[config.mk]
export PLATFORM = sky130hd
export DESIGN_NAME = cache_way
export DESIGN_NICKNAME = d
export VERILOG_FILES = /design/src/design/cache_pkg.sv /design/src/design/cache_way.sv
export SDC_FILE = /design/constraint.sdc
export NUM_CORES = 2
export LEC_CHECK = 0
export ABC_CLOCK_PERIOD_IN_PS = 5600
export BUFFER_PORTS_ARGS = -buffer_cell sky130_fd_sc_hd__buf_2
export CAP_MARGIN = 40
export CORE_ASPECT_RATIO = 0.75
export CORE_UTILIZATION = 43
export CTS_CLUSTER_DIAMETER = 60
export DETAILED_ROUTE_END_ITERATION = 10
export PLACE_DENSITY = 0.57
export REMOVE_ABC_BUFFERS = 1
export SLEW_MARGIN = 40
export SYNTH_ARGS = -nofsm -noshare
export SYNTH_HDL_FRONTEND = slang
export SYNTH_SLANG_ARGS = --single-unit
[constraint.sdc]
create_clock -name clk_i -period 5.6 [get_ports clk_i]
set_input_delay 1.12 -clock clk_i [delete_from_list [all_inputs] [get_ports clk_i]]
set_output_delay 1.12 -clock clk_i [all_outputs]
set_load 0.02 [all_outputs]
[src/design/cache_pkg.sv]
// cache geometry, address field positions and miss state encodings
`default_nettype none

package cache_pkg;

  // address and word
  localparam int addr_width = 16;
  localparam int data_width = 32;

  // set-associative geometry
  localparam int ways = 4;
  localparam int lg_ways = 2;
  localparam int sets = 16;
  localparam int lg_sets = 4;
  localparam int block_words = 4;
  localparam int lg_block_words = 2;
  localparam int byte_offset_width = 2;
  localparam int tag_width = addr_width - lg_sets - lg_block_words - byte_offset_width;

  // tree bits per set
  localparam int lru_width = ways - 1;

  // address layout from the low end is byte, word, index, tag
  localparam int word_lsb = byte_offset_width;
  localparam int index_lsb = word_lsb + lg_block_words;
  localparam int tag_lsb = index_lsb + lg_sets;

  // miss unit states
  localparam int miss_state_width = 3;
  localparam logic [miss_state_width-1:0] miss_idle = 3'd0;
  localparam logic [miss_state_width-1:0] miss_evict_req = 3'd1;
  localparam logic [miss_state_width-1:0] miss_evict_data = 3'd2;
  localparam logic [miss_state_width-1:0] miss_fill_req = 3'd3;
  localparam logic [miss_state_width-1:0] miss_fill_data = 3'd4;
  localparam logic [miss_state_width-1:0] miss_recover = 3'd5;

endpackage

`default_nettype wire

[src/design/cache_way.sv]
// valid, dirty, tag and data arrays of one way with synchronous read and tag compare
`timescale 1ns/1ps
`default_nettype none

module cache_way (
  input  wire                                  clk_i,
  input  wire                                  reset_i,
  input  wire                                  rd_i,
  input  wire  [cache_pkg::lg_sets-1:0]        index_i,
  input  wire  [cache_pkg::lg_block_words-1:0] word_i,
  input  wire  [cache_pkg::tag_width-1:0]      req_tag_i,
  input  wire                                  tag_we_i,
  input  wire  [cache_pkg::tag_width-1:0]      new_tag_i,
  input  wire                                  data_we_i,
  input  wire  [cache_pkg::data_width-1:0]     wdata_i,
  input  wire                                  dirty_we_i,
  input  wire                                  dirty_i,
  output logic                                 hit_o,
  output logic                                 valid_o,
  output logic                                 dirty_o,
  output logic [cache_pkg::tag_width-1:0]      tag_o,
  output logic [cache_pkg::data_width-1:0]     rdata_o
);
  import cache_pkg::*;

  logic [sets-1:0] valid_r;
  logic [sets-1:0] dirty_r;
  logic [tag_width-1:0] tag_mem [sets];
  logic [data_width-1:0] data_mem [sets*block_words];

  // a tag write installs a clean block
  always_ff @(posedge clk_i) begin
    if (reset_i) begin
      valid_r <= '0;
      dirty_r <= '0;
    end else if (tag_we_i) begin
      valid_r[index_i] <= 1'b1;
      dirty_r[index_i] <= 1'b0;
    end else if (dirty_we_i) begin
      dirty_r[index_i] <= dirty_i;
    end
  end

  always_ff @(posedge clk_i) begin
    if (tag_we_i) begin
      tag_mem[index_i] <= new_tag_i;
    end
    if (data_we_i) begin
      data_mem[{index_i, word_i}] <= wdata_i;
    end
  end

  // the read result shows up the cycle after the strobe
  always_ff @(posedge clk_i) begin
    if (reset_i) begin
      valid_o <= 1'b0;
    end else if (rd_i) begin
      valid_o <= valid_r[index_i];
    end
  end

  always_ff @(posedge clk_i) begin
    if (rd_i) begin
      dirty_o <= dirty_r[index_i];
      tag_o <= tag_mem[index_i];
      rdata_o <= data_mem[{index_i, word_i}];
    end
  end

  assign hit_o = valid_o & (tag_o == req_tag_i);

endmodule

`default_nettype wire

==> metrics <==
placeable core region=195000 µm²; area grow syn2layout=14.0%; # H-tree levels=4; most frequent cells in the layout=edfxtp_1, mux4_2, a22oi_1; worst clock skew=around 0.053 ns; post-synthesis sequential area ratio=0.796; RSZ-0062 raised after global routing=no; Worst slew margin=0.375; Syn Area/Cell=23.5 µm²; share of cells above drive strength 1=0.301; pins over their slew limit=0; Hold Crit Class=reg -> reg; CTS buffer count=~220; register bit total from synthesis=2250; CP startpoint kind=primary input; Total GRT Usage=0.220; count of final hold-check violations=0; Final #Nets=3942; Setup TNS=0 ns; vias in the first global route=39600; final worst-path cycle share=0.607; Max-Cap Viols=0; P_leak=~29 nW; Critical Path RT=6.20 ns; clock transition at the registers of the reported paths=0.06 ns; first-pass GRT wire length=306000 µm; Slew @ Worst Pin=approximately 0.92 ns; io pins=about 100; mapped cell area=~84000 µm²; Placed Instance Area=89700 µm²; initial DRC count=4919; Longest Clk Path Bufs=4; CP arrival=4.00 ns; kind of critical path=in -> reg; pin count of the biggest net entering global routing=108; commonest non-fill, non-tap cell in the layout=edfxtp_1; post-synth top area share=0.788; Post-Syn Instances=3598; met2 Track Usage GR=0.324; Root Driver=clkbuf_16; Yosys top cell by area=edfxtp_1; GRT met1 Usage=0.333; gr busiest metal=met1; number of distinct library cells after synthesis=40; final antenna-violating net count=0; M3 GR Usage=0.0526; WHS=0.475 ns; Starting Density=0.434; Die X-Extent=514 µm; Via density=roughly 6.0; Post-synth EDFFs=between 2000 and 2500; CP endpoint kind=flop; # setup viols final=0; gpl congestion=0.769; post-CTS setup buffers=0; # hold bufs at CTS=0; drt wl/cell=32.7 µm; post-DP HPWL=120000 µm; warnings from Yosys=0; outcome=finished, final reports clean; min Tclk post-route=around 3.4 ns; clk_lat worst skew=0.83 ns; iteration count of the initial detailed-routing pass=7; Synth area leaders=edfxtp_1, mux4_2, a22oi_1; R2R Setup Slk=3.34 ns; Die H=386 µm; I/O Buffers=103; design area=96300 µm²; Max VDD drop=0.000295 V; gr ovfl total=0; row count=between 100 and 150; Die ar.=198000 µm²; post-CTS resize count=0; drt drc=0; dominant synthesized flop cell=edfxtp_1; fmax=294 MHz; Pwr per Cell Area=around 350 nW/µm²; Core Util, Final=0.495; DR vias=39800; crit-path max FO=36; number of clock sinks=2250; total power=approximately 34 mW; final wirelength=218000 µm; post-synthesis async set-or-reset flop share=0; initial antenna violation count=5; CTS tree=built
## metal layers
| metal | vias to the layer above | part of all wire |
|---|---|---|
| met5 | - | 0.000037 |
| li1 | 16100 | - |
| met2 | 1760 | 0.45 |
| met3 | 247 | 0.090 |
| met4 | 2 | 0.020 |
| met1 | 21700 | 0.44 |
## path summary, 6_finish.rpt
check	from	endpoint	cells after the start
max	word_i[0]	rdata_o[1]$_DFFE_PP_	7
min	valid_r[14]$_SDFFE_PP0P_	valid_r[14]$_SDFFE_PP0P_	2
max reg2reg	data_mem[19][10]$_DFFE_PP_	rdata_o[10]$_DFFE_PP_	4
min reg2reg	valid_r[14]$_SDFFE_PP0P_	valid_r[14]$_SDFFE_PP0P_	2
## flip-flops by register name, summed over array words and instances (netlist names)
| signal | flops |
|---|---|
| valid_r | 16 |
| rdata_o | 32 |
| dirty_r | 16 |
| valid_o | 1 |
| tag_o | 8 |
| data_mem | 2048 |
| tag_mem | 128 |
| dirty_o | 1 |
## cells by family (layout without fill, tap and decap cells)
logic type	count (synthesis)	count (layout)	synth area share
compound gates	294	294	0.0253
xor+xnor	8	8	0.000830
buf+inv	209	646	0.0110
flops	2250	2250	0.796
mux	562	562	0.150
other cells	0	1	0
simple gates	275	275	0.0172
## worst max-delay path, cell delays in order
cell,delay [ns]
buf_8,0.28
buf_16,0.32
buf_4,0.53
mux4_2,0.58
a22oi_1,0.28
nand4_1,0.38
or2_1,0.36
## where the power goes
group | total, mW | leakage (nW) | switching (mW) | internal (mW)
clock network | 13.9 | 3.20 | 6.11 | 7.77
registers | 18.7 | 20.3 | 0.0570 | 18.7
logic | 1.50 | 6.01 | 0.949 | 0.555
total | 34.1 | 29.5 | 7.12 | 27.0
## per-stage QoR
stage / worst slack, ns / cells
global route: 2.10 / 6663
floorplan: 1.23 / 3390
global placement: 1.15 / 6282
CTS: 2.12 / 6659
finish: 2.20 / 6663
detailed placement: 1.21 / 6288
## cell type report
cell class	instances	area, µm²
timing repair buffer	274	2290
inverter	1	3.75
tap	2627	3290
sequential	2250	67200
antenna	1	2.50
fill	15400	98300
multi-input combinational	1139	17000
clock inverter	112	930
clock buffer	259	5610
## cells in the mapped netlist (all sizes together) (2+ instances only)
master,number
a32oi,5
dfxtp,33
xnor2,5
mux4,561
nand2,16
and4,2
o21ai,18
nand3b,4
nor4,3
a22o,2
nor3b,2
nand3,6
nor2b,2
and4b,4
or2,30
a21oi,16
nor4b,5
clkbuf,98
nand2b,7
nand4,64
xor2,3
nor4bb,6
nor2,115
buf,110
edfxtp,2217
or3b,3
a22oi,249
nor3,3
Note: power is estimated with default switching activity, not from simulation.
