### config.mk
export PLATFORM = sky130hd
export DESIGN_NAME = cache_miss_dma
export DESIGN_NICKNAME = d
export VERILOG_FILES = /design/src/design/cache_pkg.sv /design/src/design/cache_miss_dma.sv
export SDC_FILE = /design/constraint.sdc
export NUM_CORES = 1
export LEC_CHECK = 0
export ABC_AREA = 1
export ABC_CLOCK_PERIOD_IN_PS = 4400
export BUFFER_PORTS_ARGS = -buffer_cell sky130_fd_sc_hd__clkbuf_2
export CAP_MARGIN = 20
export CORE_AREA = 2 2 73 75
export CTS_CLUSTER_SIZE = 28
export DETAILED_ROUTE_END_ITERATION = 12
export DIE_AREA = 0 0 75 77
export GPL_TIMING_DRIVEN = 0
export PLACE_DENSITY_LB_ADDON = 0.15
export SKIP_LAST_GASP = 1
export SLEW_MARGIN = 20
export SYNTH_ARGS = -nofsm -noshare
export SYNTH_HDL_FRONTEND = slang
export SYNTH_SLANG_ARGS = --single-unit
### constraint.sdc
create_clock -name clk_i -period 4.4 [get_ports clk_i]
set_clock_uncertainty 0.2 [all_clocks]
set_input_delay 0.88 -clock clk_i [delete_from_list [all_inputs] [get_ports clk_i]]
set_output_delay 0.88 -clock clk_i [all_outputs]
set_load 0.05 [all_outputs]
### src/design/cache_pkg.sv
// cache geometry, address field positions and miss state encodings
`default_nettype none

package cache_pkg;

  // address and word
  localparam int addr_width = 16;
  localparam int data_width = 32;

  // set-associative geometry
  localparam int ways = 4;
  localparam int lg_ways = 2;
  localparam int sets = 16;
  localparam int lg_sets = 4;
  localparam int block_words = 4;
  localparam int lg_block_words = 2;
  localparam int byte_offset_width = 2;
  localparam int tag_width = addr_width - lg_sets - lg_block_words - byte_offset_width;

  // tree bits per set
  localparam int lru_width = ways - 1;

  // address layout from the low end is byte, word, index, tag
  localparam int word_lsb = byte_offset_width;
  localparam int index_lsb = word_lsb + lg_block_words;
  localparam int tag_lsb = index_lsb + lg_sets;

  // miss unit states
  localparam int miss_state_width = 3;
  localparam logic [miss_state_width-1:0] miss_idle = 3'd0;
  localparam logic [miss_state_width-1:0] miss_evict_req = 3'd1;
  localparam logic [miss_state_width-1:0] miss_evict_data = 3'd2;
  localparam logic [miss_state_width-1:0] miss_fill_req = 3'd3;
  localparam logic [miss_state_width-1:0] miss_fill_data = 3'd4;
  localparam logic [miss_state_width-1:0] miss_recover = 3'd5;

endpackage

`default_nettype wire

### src/design/cache_miss_dma.sv
// miss FSM sequencing writeback, block fill and the recover re-read
`timescale 1ns/1ps
`default_nettype none

module cache_miss_dma (
  input  wire                                  clk_i,
  input  wire                                  reset_i,
  input  wire                                  held_i,
  input  wire                                  hit_found_i,
  input  wire  [cache_pkg::addr_width-1:0]     req_addr_i,
  input  wire  [cache_pkg::lg_ways-1:0]        victim_way_i,
  input  wire                                  victim_dirty_i,
  input  wire  [cache_pkg::tag_width-1:0]      victim_tag_i,
  input  wire  [cache_pkg::data_width-1:0]     victim_data_i,
  input  wire                                  dma_req_yumi_i,
  input  wire  [cache_pkg::data_width-1:0]     dma_data_i,
  input  wire                                  dma_data_v_i,
  output logic                                 miss_busy_o,
  output logic                                 mem_rd_o,
  output logic [cache_pkg::lg_block_words-1:0] mem_word_o,
  output logic                                 fill_we_o,
  output logic [cache_pkg::lg_block_words-1:0] fill_word_o,
  output logic [cache_pkg::data_width-1:0]     fill_data_o,
  output logic                                 fill_tag_we_o,
  output logic [cache_pkg::lg_ways-1:0]        fill_way_o,
  output logic                                 dma_req_v_o,
  output logic                                 dma_req_write_o,
  output logic [cache_pkg::addr_width-1:0]     dma_req_addr_o,
  output logic [cache_pkg::data_width-1:0]     dma_data_o,
  output logic                                 dma_data_v_o
);
  import cache_pkg::*;

  logic [miss_state_width-1:0] state_r;
  logic [lg_block_words-1:0] cnt_r;
  logic [lg_ways-1:0] way_r;
  logic [tag_width-1:0] victim_tag_r;
  logic [lg_sets-1:0] req_index;
  logic miss_start;
  logic last_beat;

  assign req_index = req_addr_i[index_lsb +: lg_sets];
  assign miss_start = (state_r == miss_idle) & held_i & ~hit_found_i;
  assign last_beat = (cnt_r == lg_block_words'(block_words - 1));

  always_ff @(posedge clk_i) begin
    if (reset_i) begin
      state_r <= miss_idle;
      cnt_r <= '0;
    end else begin
      case (state_r)
        miss_idle: begin
          cnt_r <= '0;
          if (miss_start) begin
            // a clean victim skips the writeback
            state_r <= victim_dirty_i ? miss_evict_req : miss_fill_req;
          end
        end
        miss_evict_req: begin
          if (dma_req_yumi_i) begin
            state_r <= miss_evict_data;
          end
        end
        miss_evict_data: begin
          cnt_r <= cnt_r + 1'b1;
          if (last_beat) begin
            state_r <= miss_fill_req;
          end
        end
        miss_fill_req: begin
          if (dma_req_yumi_i) begin
            state_r <= miss_fill_data;
          end
        end
        miss_fill_data: begin
          if (dma_data_v_i) begin
            cnt_r <= cnt_r + 1'b1;
            if (last_beat) begin
              state_r <= miss_recover;
            end
          end
        end
        default: begin
          state_r <= miss_idle;
        end
      endcase
    end
  end

  always_ff @(posedge clk_i) begin
    if (miss_start) begin
      way_r <= victim_way_i;
      victim_tag_r <= victim_tag_i;
    end
  end

  assign miss_busy_o = (state_r != miss_idle);

  // evict reads run one word ahead of the beat on the bus
  assign mem_rd_o = (state_r == miss_evict_req) | (state_r == miss_evict_data)
                  | (state_r == miss_recover);
  always_comb begin
    if (state_r == miss_recover) begin
      mem_word_o = req_addr_i[word_lsb +: lg_block_words];
    end else if (state_r == miss_evict_data) begin
      mem_word_o = cnt_r + 1'b1;
    end else begin
      mem_word_o = '0;
    end
  end

  assign fill_we_o = (state_r == miss_fill_data) & dma_data_v_i;
  assign fill_word_o = cnt_r;
  assign fill_data_o = dma_data_i;
  assign fill_tag_we_o = fill_we_o & last_beat;
  assign fill_way_o = way_r;

  assign dma_req_v_o = (state_r == miss_evict_req) | (state_r == miss_fill_req);
  assign dma_req_write_o = (state_r == miss_evict_req);
  assign dma_req_addr_o = dma_req_write_o
                        ? {victim_tag_r, req_index, {index_lsb{1'b0}}}
                        : {req_addr_i[tag_lsb +: tag_width], req_index, {index_lsb{1'b0}}};
  assign dma_data_o = victim_data_i;
  assign dma_data_v_o = (state_r == miss_evict_data);

endmodule

`default_nettype wire

==> results by group <==
Die
  • Die height: 77 um
  • Core region area: 4980 um^2
  • Rows: 26
  • Initial Util: 27.0%
  • Die width: 75 um
  • I/O Pins: 190
  • Die footprint: 5780 um^2

Critical path
  • FF-to-FF path depth: 3
  • Cell Chain, Critical Path: inv_1, nand2_1, nor2_4, inv_2, nand2_1, nand2_1, clkbuf_2
  • Crit-path max cell delay: 340 ps
  • CP arrival: 1500 ps
  • Slowest-stage cell, CP: dfxtp_1
  • Crit end category: output port
  • Crit Path Category: flop to output port
  • Startpoint types: flop
  • CP required: 3320 ps
  • Worst-path maximum fanout: 10
  • Crit path top cell by count: nand2_1

Drt
  • DRC Markers: 0
  • Via density: 3.80
  • Drt pass-1 iters: 4
  • WL/cell: 11.3 um
  • First DRT Iteration DRCs: 23
  • Routed wire length: 4200 um
  • Vias post-DR: 1409
  • Antenna Violating Nets Remaining: 0

Synth
  • Top cell type by total area after synthesis: buf_4
  • Most common cell in the netlist: buf_4
  • Top cells by area, synth: buf_4, edfxtp_1, nand2_1, dfxtp_1, inv_1
  • Post-synthesis area per instance: 7.51 um^2
  • Sequential-to-total area share from yosys stat: 29.8%
  • Cell variety after synth: 18
  • Share of the synthesized area in the top cell type: 40.2%
  • Most common library cells after synthesis: buf_4, nand2_1, inv_1
  • Mapped cell area: 1350 um^2
  • Post-synth EDFFs: 10
  • Dominant synthesized flop cell: edfxtp_1
  • Cells after Synth: 179
  • Async SR Flop Fraction: 0%
  • Flip-flop and latch count after synthesis: 15
  • Ys Warns: 0

Timing
  • Setup TNS Final: 0 ps
  • Unrepaired setup endpoints after global routing: no
  • Period utilization: 58.7%
  • Final hold viol count: 0
  • Relative slew slack: 43.6%
  • Fin. max-slew vios: 0
  • FMAX: 387 MHz
  • Least-Margin Pin Slew: 843 ps
  • Final min period: 2580 ps
  • Final Setup Violations: 0

Clocking
  • Hold-fix buffers, CTS: 0
  • Worst-skew pair later-pin latency: 240 ps
  • CTS Buffer Depth: 2
  • Clk sinks: 15
  • Clock-pin slew on the worst setup and hold paths: 60 ps
  • CTS tree: yes
  • Post-CTS Resized: 0
  • TritonCTS Buffers: 3
  • CTS Root Cell: clkbuf_8
  • H-tree depth: 1
  • # Post-CTS Setup Buffers: 0

Pwr
  • Sw Share: 59.5%
  • Comb pwr share: 69.8%
  • Clock power share: 10.6%
  • NetSw: 0.000629 W
  • Peak supply drop: 0.280 mV
  • Cell Pwr Density: 512 nW/um^2
  • Static Leak: 1.29 nW
  • Reg power frac: 19.6%
  • Int Power: 0.000428 W

Finish
  • Layout cells sized above 1: 65.8%
  • Final Net Count: 400
  • Filler Cell Count: 540
  • # diodes: 0
  • Area Growth Syn to Fin: 53.5%
  • Cell area after layout: 2060 um^2

Global routing
  • Largest net degree at the start of global routing: 11
  • Total global-route track usage: 13.2%
  • Vias in the first global route: 1234
  • Initial antenna violation count: 0
  • First-pass GRT wire length: 5850 um
  • GRT overflow: 0

Hold path
  • Hold depth: 2
  • Worst Hold Class: flop to flop

Placement
  • Gpl congestion: 0.726
  • DP Wirelength: 3770 um
  • Port bufs: 115
  • Post-Place Cell Area: 2020 um^2

Flow run
  • # Max-Cap Violations: 0

Status
  • Outcome: completed
cell usage in the layout, fill, tap and decap left out:
cell,instances
conb_1,4
nand3_2,2
clkbuf_2,115
o211ai_1,2
nor2_4,1
dfxtp_1,5
ha_1,1
inv_2,2
clkbuf_1,1
edfxtp_1,10
a21oi_1,1
o21ai_0,3
inv_1,16
nor2_1,10
nand2_1,43
nand3_1,5
clkbuf_8,3
o21ai_1,1
nand2_2,3
buf_4,72
o22ai_1,1
area by class of cell:
cell class                 instances  area, um^2  area share, %
multi-input combinational         77         348           16.8
sequential                        15         400           19.4
inverter                          18        67.6           3.27
tap                               70        87.6           4.24
buffer                            72         541           26.2
timing repair buffer             115         576           27.9
clock buffer                       4        45.0           2.18
through the flow:
step | worst slack, ps | total power, W | utilization, % | hold slack (ps) | cells
floorplan | 1320 | 0.000805 | - | 364 | 182
global placement | 1880 | 0.000956 | 40.6 | 297 | 367
detailed placement | 1880 | 0.000957 | 40.6 | 303 | 367
CTS | 1780 | 0.00107 | 41.5 | 312 | 371
global route | 1640 | 0.00113 | 41.5 | 357 | 371
finish | 1820 | 0.00106 | 41.5 | 310 | 371
metal layers:
metal	up-vias	wire, um	global-route usage, %
met5	-	0	0
met4	0	14	3.21
met3	2	369	1.18
met2	73	2490	27.7
met1	619	1330	12.7
li1	715	-	-
cells by family after synthesis:
logic type / synth area share (%)
AO/OA/AOI/OAI: 3.44
AND/OR/NAND/NOR: 20.4
flip-flops: 29.8
other: 0.279
adder cells (fa/ha/maj): 0.930
buffers and inverters: 45.2
flip-flops by register name, summed over array words and instances, names as in the netlist:
signal        count
victim_tag_r      8
fill_way_o        2
state_r           3
fill_word_o       2
power groups by stage:
| stage | combinational (W) | sequential [W] | clock [W] |
|---|---|---|---|
| after floorplan | 0.000572 | 0.000233 | 0 |
| after global placement | 0.000746 | 0.000210 | 0 |
| after detailed placement | 0.000746 | 0.000210 | 0 |
| after CTS | 0.000748 | 0.000207 | 0.000115 |
| after global routing | 0.000795 | 0.000211 | 0.000122 |
| final | 0.000738 | 0.000207 | 0.000112 |
worst paths after layout:
path	from	end	slack, ps
setup / recovery	state_r[1]	dma_req_addr_o[15]	1820
hold / removal	fill_word_o[1]	fill_word_o[1]	310
setup reg to reg	state_r[0]	victim_tag_r[0]	2450
hold reg to reg	fill_word_o[1]	fill_word_o[1]	310
critical path, delay by kind of cell (launching register included):
kind                   cells  cell delay (ps)
buffers and inverters      3              460
AND/OR/NAND/NOR            4              450
flip-flops                 1              340
Note: power is estimated with default switching activity, not from simulation.
