### src/design/cache_pkg.sv
// cache geometry, address field positions and miss state encodings
`default_nettype none

package cache_pkg;

  // address and word
  localparam int addr_width = 16;
  localparam int data_width = 32;

  // set-associative geometry
  localparam int ways = 4;
  localparam int lg_ways = 2;
  localparam int sets = 16;
  localparam int lg_sets = 4;
  localparam int block_words = 4;
  localparam int lg_block_words = 2;
  localparam int byte_offset_width = 2;
  localparam int tag_width = addr_width - lg_sets - lg_block_words - byte_offset_width;

  // tree bits per set
  localparam int lru_width = ways - 1;

  // address layout from the low end is byte, word, index, tag
  localparam int word_lsb = byte_offset_width;
  localparam int index_lsb = word_lsb + lg_block_words;
  localparam int tag_lsb = index_lsb + lg_sets;

  // miss unit states
  localparam int miss_state_width = 3;
  localparam logic [miss_state_width-1:0] miss_idle = 3'd0;
  localparam logic [miss_state_width-1:0] miss_evict_req = 3'd1;
  localparam logic [miss_state_width-1:0] miss_evict_data = 3'd2;
  localparam logic [miss_state_width-1:0] miss_fill_req = 3'd3;
  localparam logic [miss_state_width-1:0] miss_fill_data = 3'd4;
  localparam logic [miss_state_width-1:0] miss_recover = 3'd5;

endpackage

`default_nettype wire

### src/design/cache_hit_select.sv
// hit encode, load word mux, victim choice and per-set tree LRU bits
`timescale 1ns/1ps
`default_nettype none

module cache_hit_select (
  input  wire                                                      clk_i,
  input  wire                                                      reset_i,
  input  wire  [cache_pkg::ways-1:0]                               hit_i,
  input  wire  [cache_pkg::ways-1:0]                               valid_i,
  input  wire  [cache_pkg::ways-1:0]                               dirty_i,
  input  wire  [cache_pkg::ways-1:0][cache_pkg::tag_width-1:0]     tag_i,
  input  wire  [cache_pkg::ways-1:0][cache_pkg::data_width-1:0]    rdata_i,
  input  wire  [cache_pkg::lg_sets-1:0]                            req_index_i,
  input  wire                                                      done_i,
  output logic                                                     hit_found_o,
  output logic [cache_pkg::lg_ways-1:0]                            hit_way_o,
  output logic [cache_pkg::data_width-1:0]                         data_o,
  output logic [cache_pkg::lg_ways-1:0]                            victim_way_o,
  output logic                                                     victim_dirty_o,
  output logic [cache_pkg::tag_width-1:0]                          victim_tag_o,
  output logic [cache_pkg::data_width-1:0]                         victim_data_o
);
  import cache_pkg::*;

  logic [lru_width-1:0] lru_r [sets];
  logic [lru_width-1:0] lru_set;
  logic [lg_ways-1:0] lru_way;
  logic invalid_found;
  logic [lg_ways-1:0] invalid_way;

  // lowest way wins in both encoders
  always_comb begin
    hit_found_o = 1'b0;
    hit_way_o = '0;
    invalid_found = 1'b0;
    invalid_way = '0;
    for (int w = ways - 1; w >= 0; w--) begin
      if (hit_i[w]) begin
        hit_found_o = 1'b1;
        hit_way_o = lg_ways'(w);
      end
      if (!valid_i[w]) begin
        invalid_found = 1'b1;
        invalid_way = lg_ways'(w);
      end
    end
  end

  assign data_o = rdata_i[hit_way_o];

  // root bit picks the half and the leaf bit picks the way inside it
  assign lru_set = lru_r[req_index_i];
  assign lru_way = lru_set[0] ? {1'b1, lru_set[2]} : {1'b0, lru_set[1]};

  assign victim_way_o = invalid_found ? invalid_way : lru_way;
  assign victim_dirty_o = valid_i[victim_way_o] & dirty_i[victim_way_o];
  assign victim_tag_o = tag_i[victim_way_o];
  assign victim_data_o = rdata_i[victim_way_o];

  // point every node on the used path away from the used way
  always_ff @(posedge clk_i) begin
    if (reset_i) begin
      for (int s = 0; s < sets; s++) begin
        lru_r[s] <= '0;
      end
    end else if (done_i) begin
      lru_r[req_index_i][0] <= ~hit_way_o[1];
      if (hit_way_o[1]) begin
        lru_r[req_index_i][2] <= ~hit_way_o[0];
      end else begin
        lru_r[req_index_i][1] <= ~hit_way_o[0];
      end
    end
  end

endmodule

`default_nettype wire

### config.mk
export PLATFORM = sky130hd
export DESIGN_NAME = cache_hit_select
export DESIGN_NICKNAME = d
export VERILOG_FILES = /design/src/design/cache_pkg.sv /design/src/design/cache_hit_select.sv
export SDC_FILE = /design/constraint.sdc
export NUM_CORES = 1
export LEC_CHECK = 0
export ABC_AREA = 1
export BUFFER_PORTS_ARGS = -buffer_cell sky130_fd_sc_hd__buf_2
export CORE_MARGIN = 2
export CORE_UTILIZATION = 48
export DETAILED_ROUTE_END_ITERATION = 8
export PLACE_DENSITY = 0.84
export SYNTH_ARGS = -nofsm -noshare
export SYNTH_HDL_FRONTEND = slang
export SYNTH_SLANG_ARGS = --single-unit
export TNS_END_PERCENT = 20
### constraint.sdc
create_clock -name clk_i -period 1.75 [get_ports clk_i]
set_clock_uncertainty 0.05 [all_clocks]
set_input_delay 0.0875 -clock clk_i [delete_from_list [all_inputs] [get_ports clk_i]]
set_output_delay 0.0875 -clock clk_i [all_outputs]
set_load 0.01 [all_outputs]
==> results of run 1 <==
## cells by family (layout without fill, tap and decap cells)
group | count (synthesis) | count (layout) | synth area share, %
and+or+nand+nor | 648 | 649 | 50.5
buffers and inverters | 149 | 406 | 11.8
AOI/OAI and AO/OA | 113 | 113 | 11.2
DFF | 48 | 48 | 26.5
other | 0 | 2 | 0
## area by class of cell
type | count | area [µm²]
Antenna cell | 2 | 5.00
Clock buffer | 6 | 129
Clock inverter | 1 | 5.00
Fill cell | 984 | 3150
Inverter | 77 | 292
Multi-Input combinational cell | 762 | 3500
Sequential cell | 48 | 1440
Tap cell | 140 | 175
Timing Repair Buffer | 322 | 2230
## worst paths after layout
path                  startpoint               end  slack [ns]  cells after the start
hold / removal    req_index_i[2]      lru_r[14][2]        0.36                      5
setup / recovery     lru_r[2][0]  victim_data_o[5]       -0.60                     16
## layer usage
metal  track usage, %  part of all wire [%]  wire length, µm
met1             39.3                    37             7850
met2             58.4                    50            10600
met3             4.06                    10             2190
met4             11.8                   3.6              775
met5                0                 0.061               13
## worst max-delay path, delay by kind of cell, from the launching register on
kind / cells / cell delay (ns)
buffers and inverters: 5 / 0.60
flip-flops: 1 / 0.37
AND/OR/NAND/NOR: 11 / 0.91
## metrics by stage
step	util, %	hold slack [ns]	cells	setup WS (ns)	cell area, µm²
4_1_cts	68.7	0.352	1347	-0.520	7510
2_1_floorplan	-	0.252	958	0.0420	5440
5_1_grt	71.2	0.394	1358	-0.699	7780
3_5_place_dp	64.6	0.461	1330	-0.465	7060
6_report	71.2	0.364	1358	-0.598	7780
3_3_place_gp	64.6	0.459	1330	-0.451	7060
## synth_stat cells
library cell	count	area (µm²)
nand2_1	455	1710
nand3_1	87	435
inv_1	76	285
o21ai_0	49	245
edfxtp_1	48	1440
nor2_1	43	161
clkbuf_1	40	150
nand3b_1	40	300
a21oi_1	32	160
a31oi_1	31	194
nor3_1	19	95.1
buf_2	16	80.1
buf_6	6	67.6
buf_1	5	18.8
buf_4	5	37.5
inv_2	1	3.75
nand2_4	1	11.3
nand2_8	1	20.0
nand3_2	1	10.0
nand4_1	1	6.26
o32ai_1	1	8.76
## layout by cell type (no fill, tap or decap), types with 11 or more instances in the layout
cell,n
a21oi_1,31
a31oi_1,31
buf_12,13
buf_2,246
buf_4,37
buf_6,14
edfxtp_1,48
inv_1,74
nand2_1,439
nand2_2,12
nand3_1,77
nand3_2,11
nand3b_1,40
nor2_1,42
nor3_1,18
o21ai_0,49
## timing repair
action                                  4_1_cts  5_1_grt
cloned                                        5        7
buffers inserted                              5        2
resized for setup                            36       23
pin swaps                                    13       20
endpoints found under the setup margin       43       44
## power by group
part | switching [mW] | internal [mW]
clock | 0.398 | 0.520
combinational | 1.07 | 0.824
sequential | 0.0189 | 1.33
total | 1.49 | 2.67
==> flow_summary.yaml, run 1 <==
status:
  status: "finished, violations left"
  violations: "setup timing"
power_and_ir_drop:
  p_total_mw: 4.16
  power_density_nw_per_um2: 535
  ir_drop_uv: 522
  power.leakage_nw: 4.26
place:
  gp_congestion: 1.02
  hpwlAfterDp_mm: 14.8
  numPortBuffers: 256
synthesis:
  yosysSeqAreaShare_pct: 26.5
  ys_ff_latch: 48
  synth_cell_types: 21
  synth.net_count: 1137
  synthCells: 958
  synth_area_um2: 5440
  avgSynthCellArea_um2: 5.68
  ys_warn_count: 0
timing:
  tightestPinTransition_ns: 0.460
  setup_viol: 43
  finalCritPeriodShare_pct: 134
  fin_tns_setup_ns: -23.23
  worst_slack_ns: -0.598
  slew_viol_final: 0
  rsz0062_at_grt: "yes"
  fmax_ghz: 0.426
  slew_headroom_pct: 69.3
  hold_violations: 0
  period_needed_ns: 2.35
cts:
  ctsRootBufferMaster: "clkbuf_16"
  cts_made_buffers: 5
  htree_levels: 2
  path_clk_slew_ns: 0.06
  clock_sinks: 48
  clk_path_buf_depth: 2
  cts_tree: "yes"
  hold_buffers: 0
drt:
  drc: 0
  drt_iter0_markers: 918
  wl_mm: 21.5
  drtPass1Iterations: 7
  wl_per_cell_um: 15.8
  via_per_inst: 5.54
  ant_nets: 0
  vias: 7524
worst_setup_path:
  startpoint_type: "flop"
  crit_chain: "nand2_1 -> nand2_1 -> nand2_1 -> nand2_1 -> nand2_2 -> nand2_4 -> nor2_4 -> buf_4 -> buf_4 -> nand2_4 -> nand2_8 -> buf_12 -> buf_12 -> nand3_1 -> nand2_1 -> buf_6"
  path_max_fanout: 17
  worst_path_max_delay_cell: "edfxtp_1"
  arrival_ns: 2.21
  path_class: "reg -> out"
  worstPathRequired_ns: 1.61
  timing.critical_path.mode_cell: "nand2_1"
  crit_path_max_incr_delay_ns: 0.37
  endpoint_kind: "primary output"
die:
  design.die.area_um2: 12200
  chipWidth_um: 110
  io-pin-count: 257
  core_area_um2: 10900
  row_count: 38
  dieHeight_um: 110
  start_util_pct: 49.7
finish:
  largest_register_ff_count: 48
  fin_nets: 1395
  top_regs: "lru_r x48"
  area_growth_pct: 43.0
  top_register: "lru_r"
  drive_gt1_share_pct: 29.9
flow_run:
  cap_violations: 0
global_routing:
  grt_pass1_wl_mm: 33.2
  grt_usage_pct: 32.3
  overflow: 0
  grt_pass1_vias: 6873
  grt_max_degree: 49
  antenna_found_initial: 3
worst_hold_path:
  holdCritPathClass: "in -> reg"
Power figures use the tool's default switching activity.
==> inputs of run 2 (changes only) <==
- CELL_PAD_IN_SITES_DETAIL_PLACEMENT: not set -> 1
- CELL_PAD_IN_SITES_GLOBAL_PLACEMENT: not set -> 2
- CORE_ASPECT_RATIO: not set -> 1.4
- CORE_UTILIZATION: 48 -> 23
- PLACE_DENSITY: 0.84 -> 0.85
==> run 2 against run 1 <==
Critical endpoint is now victim_data_o[22]. Largest cell class unchanged. Via count down 2.3%. The flow still finishes with violations (setup timing). Fmax is 0.24% lower. Design area up 3.3%. Total power increased by 2.5%.
==> flow_summary.yaml, run 2 (same netlist as run 1, synthesis figures left out) <==
worst_setup_path:
  arrival_ns: 2.22
  crit_chain: "nand2_1 -> nand2_1 -> nand2_1 -> nand2_1 -> nand2_1 -> nand2_4 -> nor2_4 -> nand2_2 -> nand2_4 -> nand2_8 -> buf_12 -> clkbuf_16 -> nand3b_1 -> nand3_1 -> nand2_1 -> buf_2"
  worstPathRequired_ns: 1.61
  startpoint_type: "flop"
  path_delay_family: "simple AND/OR/NAND/NOR gates"
  path_class: "reg -> out"
  critical_path_depth: 16
  path_max_fanout: 8
  crit_path_max_incr_delay_ns: 0.37
  worst_path_max_delay_cell: "edfxtp_1"
  timing.critical_path.mode_cell: "nand2_1"
  cp_num_buf_inv: 3
  endpoint_kind: "primary output"
cts:
  clock_sinks: 48
  clk_path_buf_depth: 2
  ctsRootBufferMaster: "clkbuf_16"
  htree_levels: 2
  path_clk_slew_ns: 0.06
  cts_tree: "yes"
  cts_made_buffers: 5
global_routing:
  overflow: 0
  antenna_found_initial: 2
  grt_pass1_wl_mm: 39.9
  grt_max_degree: 80
  grt_usage_pct: 20.1
  grt_pass1_vias: 7810
flow_run:
  cap_violations: 0
drt:
  drtPass1Iterations: 5
  via_per_inst: 4.81
  wl_per_cell_um: 17.0
  ant_nets: 0
  wl_mm: 25.9
  vias: 7352
  drt_iter0_markers: 304
  drc: 0
die:
  start_util_pct: 23.4
  design.die.area_um2: 24900
  dieHeight_um: 186
  row_count: 66
  chipWidth_um: 134
  core_area_um2: 23200
  io-pin-count: 257
timing:
  finalCritPeriodShare_pct: 135
  fmax_ghz: 0.425
  tightestPinTransition_ns: 0.482
  slew_headroom_pct: 67.9
  slew_viol_final: 0
  period_needed_ns: 2.35
  setup_viol: 43
  holdWs_ns: 0.391
  fin_tns_setup_ns: -24.29
  hold_violations: 0
  worst_slack_ns: -0.604
  rsz0062_at_grt: "yes"
finish:
  largest_register_ff_count: 48
  final_common_cell: "nand2_1"
  design_area_um2: 8040
  fin_nets: 1398
  area_growth_pct: 47.7
  postLayoutCoreUtil_pct: 34.6
  final_cell_mix: "nand2_1 (428), buf_2 (248), nand3_1 (77)"
  drive_gt1_share_pct: 31.1
  fillers: 3072
  top_regs: "lru_r x48"
  top_register: "lru_r"
power_and_ir_drop:
  ir_drop_uv: 317
  power_density_nw_per_um2: 531
  power.leakage_nw: 4.26
place:
  numPortBuffers: 256
  hpwlAfterDp_mm: 18.8
  place_area_um2: 7380
  gp_congestion: 0.854
worst_hold_path:
  holdCritPathClass: "in -> reg"
  hold-path-cell-count: 4
status:
  status: "finished, violations left"
  violations: "setup timing"
[run 2: changes by cell type in the layout (fill, tap and decap cells not counted), sizes merged]
cell / previous run / this run
clkbuf: 11 / 14
diode: 2 / 3
clkinv: 1 / 2
inv: 77 / 76
buf: 317 / 318
[run 2: cell type report]
type	instances	area, µm²	area share (%)
clock inverter	1	3.75	0.0467
timing repair buffer	325	2250	28.0
tap	306	383	4.76
inverter	77	289	3.60
clock buffer	7	133	1.65
antenna	3	7.51	0.0934
multi-input combinational	762	3530	43.9
sequential	48	1440	17.9
[run 2: where the power goes]
| part | switching (mW) | internal (mW) | leakage (nW) |
|---|---|---|---|
| combinational | 1.13 | 0.849 | 3.74 |
| clock | 0.414 | 0.527 | 0.0656 |
| sequential | 0.0203 | 1.33 | 0.457 |
[run 2: worst paths after layout]
| kind | endpoint | slack (ns) | startpoint |
|---|---|---|---|
| worst max-delay path | victim_data_o[22] | -0.60 | lru_r[5][0] |
| worst min-delay path | lru_r[1][1] | 0.39 | reset_i |
[run 2: metal layers]
metal,global-route usage (%),up-vias,share of wire [%]
met1,22.1,3499,39
met3,4.66,48,5.8
met2,37.5,199,53
met5,0,-,0
li1,-,3606,-
met4,7.23,0,3.1
[run 2: per-stage QoR]
stage | instances | setup WS (ns) | power (mW)
finish | 1529 | -0.604 | 4.26
global route | 1528 | -0.754 | 4.54
CTS | 1519 | -0.675 | 4.23
detailed placement | 1503 | -0.596 | 3.17
global placement | 1503 | -0.562 | 3.14
floorplan | 958 | 0.0420 | 2.32
[run 2: what timing repair did]
| action | 4_1_cts | 5_1_grt |
|---|---|---|
| resized for setup | 30 | 37 |
| gates cloned | 3 | 8 |
| hold endpoints to repair | 0 | 0 |
| setup buffers | 5 | 2 |
| pin swaps | 17 | 33 |
| hold buffers | 0 | 0 |
| setup endpoints to repair | 43 | 52 |
[run 2: worst min-delay path, stage by stage]
cell and delay (ns):
buf_2 0.08, inv_1 0.04, buf_4 0.27, nand2_1 0.13
