$ cat src/design/cache_pkg.sv
// cache geometry, address field positions and miss state encodings
`default_nettype none

package cache_pkg;

  // address and word
  localparam int addr_width = 16;
  localparam int data_width = 32;

  // set-associative geometry
  localparam int ways = 4;
  localparam int lg_ways = 2;
  localparam int sets = 16;
  localparam int lg_sets = 4;
  localparam int block_words = 4;
  localparam int lg_block_words = 2;
  localparam int byte_offset_width = 2;
  localparam int tag_width = addr_width - lg_sets - lg_block_words - byte_offset_width;

  // tree bits per set
  localparam int lru_width = ways - 1;

  // address layout from the low end is byte, word, index, tag
  localparam int word_lsb = byte_offset_width;
  localparam int index_lsb = word_lsb + lg_block_words;
  localparam int tag_lsb = index_lsb + lg_sets;

  // miss unit states
  localparam int miss_state_width = 3;
  localparam logic [miss_state_width-1:0] miss_idle = 3'd0;
  localparam logic [miss_state_width-1:0] miss_evict_req = 3'd1;
  localparam logic [miss_state_width-1:0] miss_evict_data = 3'd2;
  localparam logic [miss_state_width-1:0] miss_fill_req = 3'd3;
  localparam logic [miss_state_width-1:0] miss_fill_data = 3'd4;
  localparam logic [miss_state_width-1:0] miss_recover = 3'd5;

endpackage

`default_nettype wire

$ cat src/design/cache_req_stage.sv
// request register, client handshakes and per-way read and write drive
`timescale 1ns/1ps
`default_nettype none

module cache_req_stage (
  input  wire                                  clk_i,
  input  wire                                  reset_i,
  input  wire                                  v_i,
  input  wire                                  we_i,
  input  wire  [cache_pkg::addr_width-1:0]     addr_i,
  input  wire  [cache_pkg::data_width-1:0]     wdata_i,
  input  wire                                  yumi_i,
  input  wire                                  hit_found_i,
  input  wire  [cache_pkg::lg_ways-1:0]        hit_way_i,
  input  wire                                  miss_busy_i,
  input  wire                                  mem_rd_i,
  input  wire  [cache_pkg::lg_block_words-1:0] mem_word_i,
  input  wire                                  fill_we_i,
  input  wire  [cache_pkg::lg_block_words-1:0] fill_word_i,
  input  wire  [cache_pkg::data_width-1:0]     fill_data_i,
  input  wire                                  fill_tag_we_i,
  input  wire  [cache_pkg::lg_ways-1:0]        fill_way_i,
  output logic                                 ready_o,
  output logic                                 v_o,
  output logic                                 req_we_o,
  output logic [cache_pkg::addr_width-1:0]     req_addr_o,
  output logic [cache_pkg::data_width-1:0]     req_wdata_o,
  output logic                                 way_rd_o,
  output logic [cache_pkg::lg_sets-1:0]        way_index_o,
  output logic [cache_pkg::lg_block_words-1:0] way_word_o,
  output logic [cache_pkg::ways-1:0]           way_tag_we_o,
  output logic [cache_pkg::ways-1:0]           way_data_we_o,
  output logic [cache_pkg::ways-1:0]           way_dirty_we_o,
  output logic [cache_pkg::data_width-1:0]     way_wdata_o,
  output logic                                 held_o
);
  import cache_pkg::*;

  logic v_r;
  logic accept;
  logic store_done;

  assign accept = v_i & ready_o;
  assign ready_o = ~v_r;
  // a response waits until the miss unit has finished its re-read
  assign v_o = v_r & hit_found_i & ~miss_busy_i;
  assign store_done = v_o & yumi_i & req_we_o;
  assign held_o = v_r;

  always_ff @(posedge clk_i) begin
    if (reset_i) begin
      v_r <= 1'b0;
    end else if (accept) begin
      v_r <= 1'b1;
    end else if (v_o & yumi_i) begin
      v_r <= 1'b0;
    end
  end

  always_ff @(posedge clk_i) begin
    if (accept) begin
      req_we_o <= we_i;
      req_addr_o <= addr_i;
      req_wdata_o <= wdata_i;
    end
  end

  assign way_rd_o = accept | mem_rd_i;
  assign way_index_o = v_r ? req_addr_o[index_lsb +: lg_sets] : addr_i[index_lsb +: lg_sets];
  assign way_wdata_o = fill_we_i ? fill_data_i : req_wdata_o;

  always_comb begin
    if (!v_r) begin
      way_word_o = addr_i[word_lsb +: lg_block_words];
    end else if (mem_rd_i) begin
      way_word_o = mem_word_i;
    end else if (fill_we_i) begin
      way_word_o = fill_word_i;
    end else begin
      way_word_o = req_addr_o[word_lsb +: lg_block_words];
    end
  end

  // store hits and fills never overlap so the strobes stay one-hot
  always_comb begin
    for (int w = 0; w < ways; w++) begin
      way_dirty_we_o[w] = store_done & (hit_way_i == lg_ways'(w));
      way_data_we_o[w] = way_dirty_we_o[w] | (fill_we_i & (fill_way_i == lg_ways'(w)));
      way_tag_we_o[w] = fill_tag_we_i & (fill_way_i == lg_ways'(w));
    end
  end

endmodule

`default_nettype wire

$ cat config.mk
export PLATFORM = sky130hd
export DESIGN_NAME = cache_req_stage
export DESIGN_NICKNAME = d
export VERILOG_FILES = /design/src/design/cache_pkg.sv /design/src/design/cache_req_stage.sv
export SDC_FILE = /design/constraint.sdc
export NUM_CORES = 1
export LEC_CHECK = 0
export BUFFER_PORTS_ARGS = -buffer_cell sky130_fd_sc_hd__buf_2
export CAP_MARGIN = 20
export CORE_AREA = 2 2 74 90
export CTS_BUF_LIST = sky130_fd_sc_hd__clkbuf_4 sky130_fd_sc_hd__clkbuf_8 sky130_fd_sc_hd__clkbuf_16
export CTS_CLUSTER_SIZE = 16
export DETAILED_ROUTE_END_ITERATION = 12
export DIE_AREA = 0 0 76 92
export PLACE_DENSITY = 0.86
export SYNTH_ARGS = -nofsm -noshare
export SYNTH_HDL_FRONTEND = slang
export SYNTH_SLANG_ARGS = --single-unit
export TNS_END_PERCENT = 100
$ cat constraint.sdc
create_clock -name clk_i -period 5.1 [get_ports clk_i]
set_clock_uncertainty 0.1 [all_clocks]
set_input_delay 1.02 -clock clk_i [delete_from_list [all_inputs] [get_ports clk_i]]
set_output_delay 1.02 -clock clk_i [all_outputs]
set_load 0.01 [all_outputs]
==> results of run 1 <==
cells in the final DEF, fill, tap and decap left out, types with 2 or more instances in the layout:
cell,instances
nand3_1,3
nand2_1,4
o22ai_1,3
inv_1,3
buf_2,200
mux2_2,36
clkbuf_8,5
clkinvlp_4,2
nor2_1,6
edfxtp_1,49
mux2i_1,2
o211ai_1,2
nand2b_1,4
nor3b_1,2
power by group through the flow:
stage | sequential [mW] | combinational, mW | clock (mW)
2_1_floorplan | 0.512 | 0.0697 | 0
3_3_place_gp | 0.500 | 0.166 | 0
3_5_place_dp | 0.502 | 0.171 | 0
4_1_cts | 0.492 | 0.171 | 0.237
5_1_grt | 0.496 | 0.184 | 0.249
6_report | 0.492 | 0.170 | 0.225
registers in the layout, summed over array words and instances, names as in the netlist:
| register | count |
|---|---|
| req_we_o | 1 |
| held_o | 1 |
| req_addr_o | 16 |
| req_wdata_o | 32 |
per-stage QoR:
step           setup slack, ns  cell area, um2
2_1_floorplan            0.358            2180
3_5_place_dp              1.74            3250
5_1_grt                   1.58            3340
4_1_cts                   1.74            3340
3_3_place_gp              1.79            3250
6_report                  1.75            3340
metal layers:
| metal | global-route usage | vias to the layer above | routed length [um] |
|---|---|---|---|
| met5 | 0 | - | 0 |
| met3 | 0.0531 | 10 | 457 |
| met4 | 0.0606 | 0 | 108 |
| met2 | 0.286 | 100 | 3120 |
| li1 | - | 899 | - |
| met1 | 0.180 | 870 | 2140 |
final timing paths:
path	cells past startpoint	slack [ns]	from	endpoint
worst max-delay path	3	1.75	fill_we_i	way_wdata_o[31]
worst min-delay path	1	0.73	held_o	held_o
worst max register to register	2	3.44	held_o	req_wdata_o[28]
worst min register to register	1	0.73	held_o	held_o
logic make-up (layout without fill, tap and decap cells):
family	Yosys count	in the layout	share of synthesized area
buffers and inverters	8	212	0.0281
AND/OR/NAND/NOR	25	25	0.0649
AO/OA/AOI/OAI	7	7	0.0276
multiplexers	38	38	0.195
flip-flops	50	50	0.684
final cells by class:
class	instances	area [um2]
sequential	50	1490
multi-input combinational	70	634
timing repair buffer	201	1010
clock inverter	3	23.8
inverter	3	11.3
clock buffer	5	68.8
tap	85	106
fill	523	2860
==> impl_metrics.env, run 1 <==
export IMPL_outcome="finished clean"
export IMPL_cts_resized=0
export IMPL_gp_congestion=0.742
export IMPL_wl_um=5830
export IMPL_combinationalPowerShare=0.191
export IMPL_seqPwrFrac=0.554
export IMPL_power_share_clock=0.254
export IMPL_dp_cells=409
export IMPL_syn_area_um2=2180
export IMPL_post_cts_setup_buffers=0
export IMPL_synth_seq_cells=50
export IMPL_rows=32
export IMPL_cts_tree="built"
export IMPL_synth_top_area_cell="edfxtp_1"
export IMPL_slew_violations=0
export IMPL_crit_fanout=36
export IMPL_synth_async_reset_ratio=0
export IMPL_p_int_mw=0.664
export IMPL_p_total_mw=0.887
export IMPL_cts_buffers=5
export IMPL_drt_iter0_drc=59
export IMPL_hold_buffers=0
export IMPL_ir_worst_vdd_mv=0.198
export IMPL_area_growth_pct=53.4
export IMPL_rsz0062_at_grt="false"
export IMPL_critical_path_top_delay_family="buffers and inverters"
export IMPL_vias_per_cell=4.51
export IMPL_hpwl_um=4700
export IMPL_crit_arrival_ns=2.23
export IMPL_core_area_um2=6210
export IMPL_grt_pass1_vias=1857
export IMPL_required_ns=3.98
export IMPL_crit_chain="buf_2, mux2_2, buf_2"
export IMPL_endpoint_kind="output pin"
export IMPL_clock_latency_ns=0.29
export IMPL_start_util=0.351
export IMPL_antenna_left=0
export IMPL_static_leakage_power_nw=1.56
export IMPL_clock_path_buffers=2
export IMPL_synthesis_nets=226
export IMPL_setup_viol=0
export IMPL_yosysTopAreaCellShare=0.675
export IMPL_clock_fmax_mhz=299
export IMPL_synth_most_common_cell="edfxtp_1"
export IMPL_io_pins=201
export IMPL_drt_pass1_iterations=6
export IMPL_ys_top_cells_by_count="edfxtp_1 (49), mux2_2 (36), nor2_1 (6)"
export IMPL_dieArea_um2=6990
export IMPL_utilization=0.539
export IMPL_die_height_um=92
export IMPL_port_buffers=200
export IMPL_grt_max_degree=51
export IMPL_critPathMostFrequentCell="buf_2"
export IMPL_slowest_stage="buf_2"
export IMPL_swShare=0.251
export IMPL_period_needed_ns=3.35
export IMPL_synth_warnings=0
export IMPL_syn_area_per_cell_um2=17.0
export IMPL_hp_class="reg -> reg"
export IMPL_tns_ns=0
export IMPL_holdWs_ns=0.729
export IMPL_startpoint_type="primary input"
export IMPL_synthTopCellsByArea="edfxtp_1 (68%), mux2_2 (19%), buf_6 (2.1%)"
export IMPL_instances_no_fill=417
export IMPL_synth_distinct_cells=22
export IMPL_hold_violations=0
export IMPL_drive_gt1_frac=0.750
export IMPL_power_switching_mw=0.222
export IMPL_crit_buf_inv=2
export IMPL_grt_antenna_before_repair=0
export IMPL_grt_overflow=0
export IMPL_die_x_um=76
export IMPL_wire_per_inst_um=14.0
export IMPL_clockRootBuffer="clkbuf_8"
export IMPL_clkSlewWorstSetupHoldPaths_ns=0.09
export IMPL_clkSinkCount=50
export IMPL_ys_seq_area_frac=0.684
export IMPL_relSlewSlack=0.452
export IMPL_synth_edf_count=49
export IMPL_h_tree_depth=2
export IMPL_synthFlopType="edfxtp_1"
export IMPL_period_share=0.656
export IMPL_route_vias_total=1879
export IMPL_timing_worst_slew_pin_value_ns=0.822
export IMPL_fin_nets=429
export IMPL_netlist_instances=128
export IMPL_crit_type="in -> out"
export IMPL_drc=0
export IMPL_max_stage_delay_ns=0.63
export IMPL_power_density_nw_per_um2=265
export IMPL_grt_usage=0.161
export IMPL_cap_violations=0
export IMPL_num_antenna_cells=0
export IMPL_grt_pass1_wl_um=8820
(Power assumes the default switching activity.)
==> run 2, diff against run 1 <==
- CORE_AREA: 2 2 74 90 -> 2 2 78 95
- DIE_AREA: 0 0 76 92 -> 0 0 80 97
- PLACE_DENSITY: 0.86 -> 0.82
- clock period: 5.1 -> 2.73 ns (I/O delays scaled with it)
==> run 2 against run 1 <==
Wire length up 5.1%; critical path type is now reg -> out; design area up 1.6%; sequential share of layout area down 0.72 points.
==> impl_metrics.env, run 2 (same netlist as run 1, synthesis figures left out) <==
export IMPL_required_ns=2.08
export IMPL_hold_violations=0
export IMPL_h_tree_depth=2
export IMPL_cts_buffers=5
export IMPL_slew_violations=0
export IMPL_rows=33
export IMPL_final_cell_area_um2=3400
export IMPL_final_common_cell="buf_2"
export IMPL_holdPathStages=1
export IMPL_holdWs_ns=0.312
export IMPL_drt_pass1_iterations=4
export IMPL_dieArea_um2=7760
export IMPL_reg2reg_to="req_wdata_o[28]"
export IMPL_clock_fmax_mhz=448
export IMPL_drive_gt1_frac=0.751
export IMPL_die_x_um=80
export IMPL_timing_rr_start="held_o"
export IMPL_wire_per_inst_um=14.5
export IMPL_r2r_setup_slack_ns=1.12
export IMPL_crit_type="reg -> out"
export IMPL_cts_resized=0
export IMPL_antenna_left=0
export IMPL_grt_overflow=0
export IMPL_grt_pass1_vias=1930
export IMPL_drt_iter0_drc=58
export IMPL_gp_congestion=0.867
export IMPL_route_vias_total=1932
export IMPL_postPlaceCellArea_um2=3280
export IMPL_num_antenna_cells=0
export IMPL_ir_worst_vdd_mv=0.331
export IMPL_cap_violations=0
export IMPL_area_growth_pct=56.0
export IMPL_clockRootBuffer="clkbuf_8"
export IMPL_hold_buffers=0
export IMPL_period_share=0.817
export IMPL_regMostFlops="req_wdata_o"
export IMPL_start_util=0.322
export IMPL_wl_um=6120
export IMPL_period_needed_ns=2.23
export IMPL_grt_max_degree=50
export IMPL_io_pins=201
export IMPL_outcome="finished clean"
export IMPL_grt_antenna_before_repair=1
export IMPL_tns_ns=0
export IMPL_whs_endpoint="req_addr_o[9]"
export IMPL_instances_no_fill=421
export IMPL_power_density_nw_per_um2=521
export IMPL_timing_worst_slew_pin_value_ns=0.612
export IMPL_crit_fanout=15
export IMPL_rr_worst_depth=3
export IMPL_vias_per_cell=4.59
export IMPL_clock_path_buffers=2
export IMPL_grt_pass1_wl_um=9090
export IMPL_relSlewSlack=0.592
export IMPL_cts_tree="built"
export IMPL_place_ws_ns=0.508
export IMPL_setup_viol=0
export IMPL_die_height_um=97
export IMPL_clkSinkCount=50
export IMPL_post_cts_setup_buffers=0
export IMPL_crit_arrival_ns=1.58
export IMPL_dp_cells=413
export IMPL_drc=0
export IMPL_fin_nets=431
export IMPL_clkSlewWorstSetupHoldPaths_ns=0.10
export IMPL_static_leakage_power_nw=1.59
export IMPL_port_buffers=200
export IMPL_top_regs="req_wdata_o: 32 flops, req_addr_o: 16 flops"
export IMPL_hold_start="addr_i[9]"
export IMPL_largest_reg_flops=32
export IMPL_startpoint_type="register"
export IMPL_final_cell_mix="buf_2 (200), edfxtp_1 (49), mux2_2 (36)"
export IMPL_hpwl_um=4960
export IMPL_clock_latency_ns=0.30
export IMPL_endpoint_kind="output pin"
export IMPL_core_area_um2=6770
export IMPL_rsz0062_at_grt="false"
export IMPL_layout_setup_ws_ns=0.500
export IMPL_grt_usage=0.151
export IMPL_hp_class="in -> reg"
## run 2: cell type report
| type | count | area (um2) |
|---|---|---|
| clock buffers | 5 | 68.8 |
| repair buffers | 203 | 1040 |
| inverters | 3 | 11.3 |
| fillers | 623 | 3370 |
| flip-flops and latches | 50 | 1490 |
| multi-input cells | 70 | 634 |
| well taps | 87 | 109 |
| clock inverters | 3 | 48.8 |
## run 2: worst max path at each step
| stage | start | endpoint | slack, ns | depth (start not counted) |
|---|---|---|---|---|
| 6_report | held_o | way_data_we_o[1] | 0.50 | 4 |
| 5_1_grt | held_o | way_data_we_o[1] | 0.35 | 4 |
| 2_1_floorplan | v_i | way_rd_o | 0.47 | 2 |
| 4_1_cts | held_o | way_data_we_o[1] | 0.48 | 4 |
| 3_3_place_gp | fill_we_i | way_wdata_o[7] | 0.56 | 4 |
| 3_5_place_dp | fill_we_i | way_wdata_o[7] | 0.51 | 4 |
## run 2: per-layer routing
layer  share of wire  global-route usage  wire (um)
met3            0.11              0.0550        683
met5          0.0011                   0          7
met2            0.53               0.276       3230
met1            0.35               0.158       2140
met4           0.010              0.0417         64
## run 2: critical path: stages (launching register included)
cell,delay (ns)
dfxtp_1,0.33
buf_4,0.20
nand4b_2,0.26
o32ai_2,0.31
buf_2,0.17
## run 2: power by group
part	internal (mW)	switching [mW]
combinational	0.166	0.163
sequential	0.896	0.0172
clock	0.279	0.250
total	1.34	0.431
## run 2: per-stage QoR
stage,power [mW],utilization
after floorplan,1.09,-
after global placement,1.25,0.485
after detailed placement,1.26,0.485
after CTS,1.80,0.502
after global routing,1.86,0.502
final,1.77,0.502
==> run 3, diff against run 2 <==
- clock period: 2.73 -> 2.01 ns (I/O delays scaled with it)
==> run 3 against run 2 <==
Sequential share of layout area is 0.48 points lower; sequential power is 36% higher; first-iteration DRC count is 12% higher; critical path depth is 1 lower; largest cell class unchanged.
==> impl_metrics.env, run 3 (same netlist as run 1, synthesis figures left out) <==
export IMPL_r2r_setup_slack_ns=0.57
export IMPL_routed_wl_met3_um=718
export IMPL_fin_nets=434
export IMPL_num_antenna_cells=0
export IMPL_dp_cells=415
export IMPL_final_common_cell="buf_2"
export IMPL_tns_ns=0
export IMPL_die_x_um=80
export IMPL_outcome="finished clean"
export IMPL_grt_pass1_wl_um=8830
export IMPL_rr_worst_depth=3
export IMPL_top_regs="req_wdata_o: 32 flops, req_addr_o: 16 flops"
export IMPL_antenna_left=0
export IMPL_multi_input_comb_area_um2=634
export IMPL_regMostFlops="req_wdata_o"
export IMPL_instances_no_fill=424
export IMPL_reg2reg_to="req_wdata_o[7]"
export IMPL_period_needed_ns=1.92
export IMPL_fillCellCount=619
export IMPL_hpwl_um=5080
export IMPL_drive_gt1_frac=0.754
export IMPL_crit_fanout=9
export IMPL_core_area_um2=6770
export IMPL_top_layer_used="met5"
export IMPL_rows=33
export IMPL_crit_chain="nand4b_2, o32ai_2, buf_2"
export IMPL_die_height_um=97
export IMPL_drt_iter0_drc=65
export IMPL_clock_path_buffers=2
export IMPL_endpoint_kind="output pin"
export IMPL_utilization=0.508
export IMPL_crit_arrival_ns=1.41
export IMPL_crit_start="held_o"
export IMPL_hold_buffers=0
export IMPL_wire_per_inst_um=14.6
export IMPL_final_cell_area_um2=3440
export IMPL_h_tree_depth=2
export IMPL_area_growth_pct=57.7
export IMPL_grt_pass1_vias=1826
export IMPL_clkSinkCount=50
export IMPL_vias_per_cell=4.61
export IMPL_final_cell_mix="buf_2 (200), edfxtp_1 (49), mux2_2 (36)"
export IMPL_port_buffers=200
export IMPL_drc=0
export IMPL_grt_usage=0.148
export IMPL_max_stage_delay_ns=0.36
export IMPL_drt_pass1_iterations=4
export IMPL_ir_worst_vdd_mv=0.468
export IMPL_required_ns=1.51
export IMPL_cts_tree="built"
export IMPL_critical_path_top_delay_family="flip-flops"
export IMPL_relSlewSlack=0.756
export IMPL_route_met2_wl_um=3190
export IMPL_clock_latency_ns=0.29
export IMPL_holdWs_ns=0.175
export IMPL_crit_type="reg -> out"
export IMPL_cp_depth=3
export IMPL_postPlaceCellArea_um2=3310
export IMPL_final_seq_area_um2=1490
export IMPL_clockRootBuffer="clkbuf_8"
export IMPL_gp_congestion=0.918
export IMPL_hp_class="in -> reg"
export IMPL_startpoint_type="register"
export IMPL_period_share=0.953
export IMPL_rsz0062_at_grt="false"
export IMPL_grt_antenna_before_repair=2
export IMPL_hold_violations=0
export IMPL_route_vias_total=1954
export IMPL_post_cts_setup_buffers=0
export IMPL_io_pins=201
export IMPL_cap_violations=0
export IMPL_clkSlewWorstSetupHoldPaths_ns=0.09
export IMPL_wl_met1_um=2170
export IMPL_largest_reg_flops=32
export IMPL_cts_buffers=5
export IMPL_start_util=0.322
export IMPL_slew_violations=0
export IMPL_holdPathStages=1
export IMPL_wl_um=6180
export IMPL_power_density_nw_per_um2=706
export IMPL_setup_viol=0
export IMPL_static_leakage_power_nw=1.62
export IMPL_dieArea_um2=7760
export IMPL_grt_overflow=0
export IMPL_cts_resized=0
export IMPL_clock_fmax_mhz=522
export IMPL_grt_max_degree=30
export IMPL_crit_buf_inv=1
export IMPL_timing_worst_slew_pin_value_ns=0.366
export IMPL_crit_path_end="way_data_we_o[1]"
export IMPL_timing_rr_start="held_o"
export IMPL_slowest_stage="dfxtp_1"
run 3: changes by cell type in the layout (fill, tap and decap cells not counted), sizes merged:
| cell | before | now |
|---|---|---|
| clkinvlp | 1 | 0 |
| clkbuf | 5 | 7 |
| inv | 4 | 3 |
| buf | 203 | 206 |
run 3: worst min path at each step:
stage,startpoint,to,slack [ns]
6_report,addr_i[13],req_addr_o[13],0.18
5_1_grt,wdata_i[12],req_wdata_o[12],0.16
4_1_cts,addr_i[13],req_addr_o[13],0.16
3_5_place_dp,wdata_i[24],req_wdata_o[24],0.48
3_3_place_gp,wdata_i[22],req_wdata_o[22],0.48
2_1_floorplan,addr_i[0],req_addr_o[0],0.40
run 3: final cells by class:
class | count | area share
Timing Repair Buffer | 206 | 0.312
Clock buffer | 7 | 0.0262
Clock inverter | 1 | 0.00874
Tap cell | 87 | 0.0317
Multi-Input combinational cell | 70 | 0.185
Inverter | 3 | 0.00328
Sequential cell | 50 | 0.434
run 3: metrics by stage:
step	total power [mW]	worst slack [ns]
3_5_place_dp	1.72	0.164
6_report	2.43	0.0944
3_3_place_gp	1.71	0.249
4_1_cts	2.46	0.0749
5_1_grt	2.54	0.00492
2_1_floorplan	1.47	0.0378
run 3: worst register-to-register path, cell delays in order, from the launching register on:
cell and delay [ns]:
dfxtp_1 0.33, buf_4 0.19, nor2b_4 0.13, buf_4 0.35
run 3: power by group:
part           switching, mW  leakage, nW  total, mW  internal, mW
Clock                  0.312       0.0619      0.731         0.419
Combinational          0.223         1.08      0.456         0.232
Sequential            0.0230        0.476       1.24          1.22
Total                  0.558         1.62       2.43          1.87
run 3: per-layer routing:
layer,up-vias,global-route usage
li1,911,-
met1,898,0.166
met2,128,0.260
met3,13,0.0513
met4,4,0.0430
met5,-,0
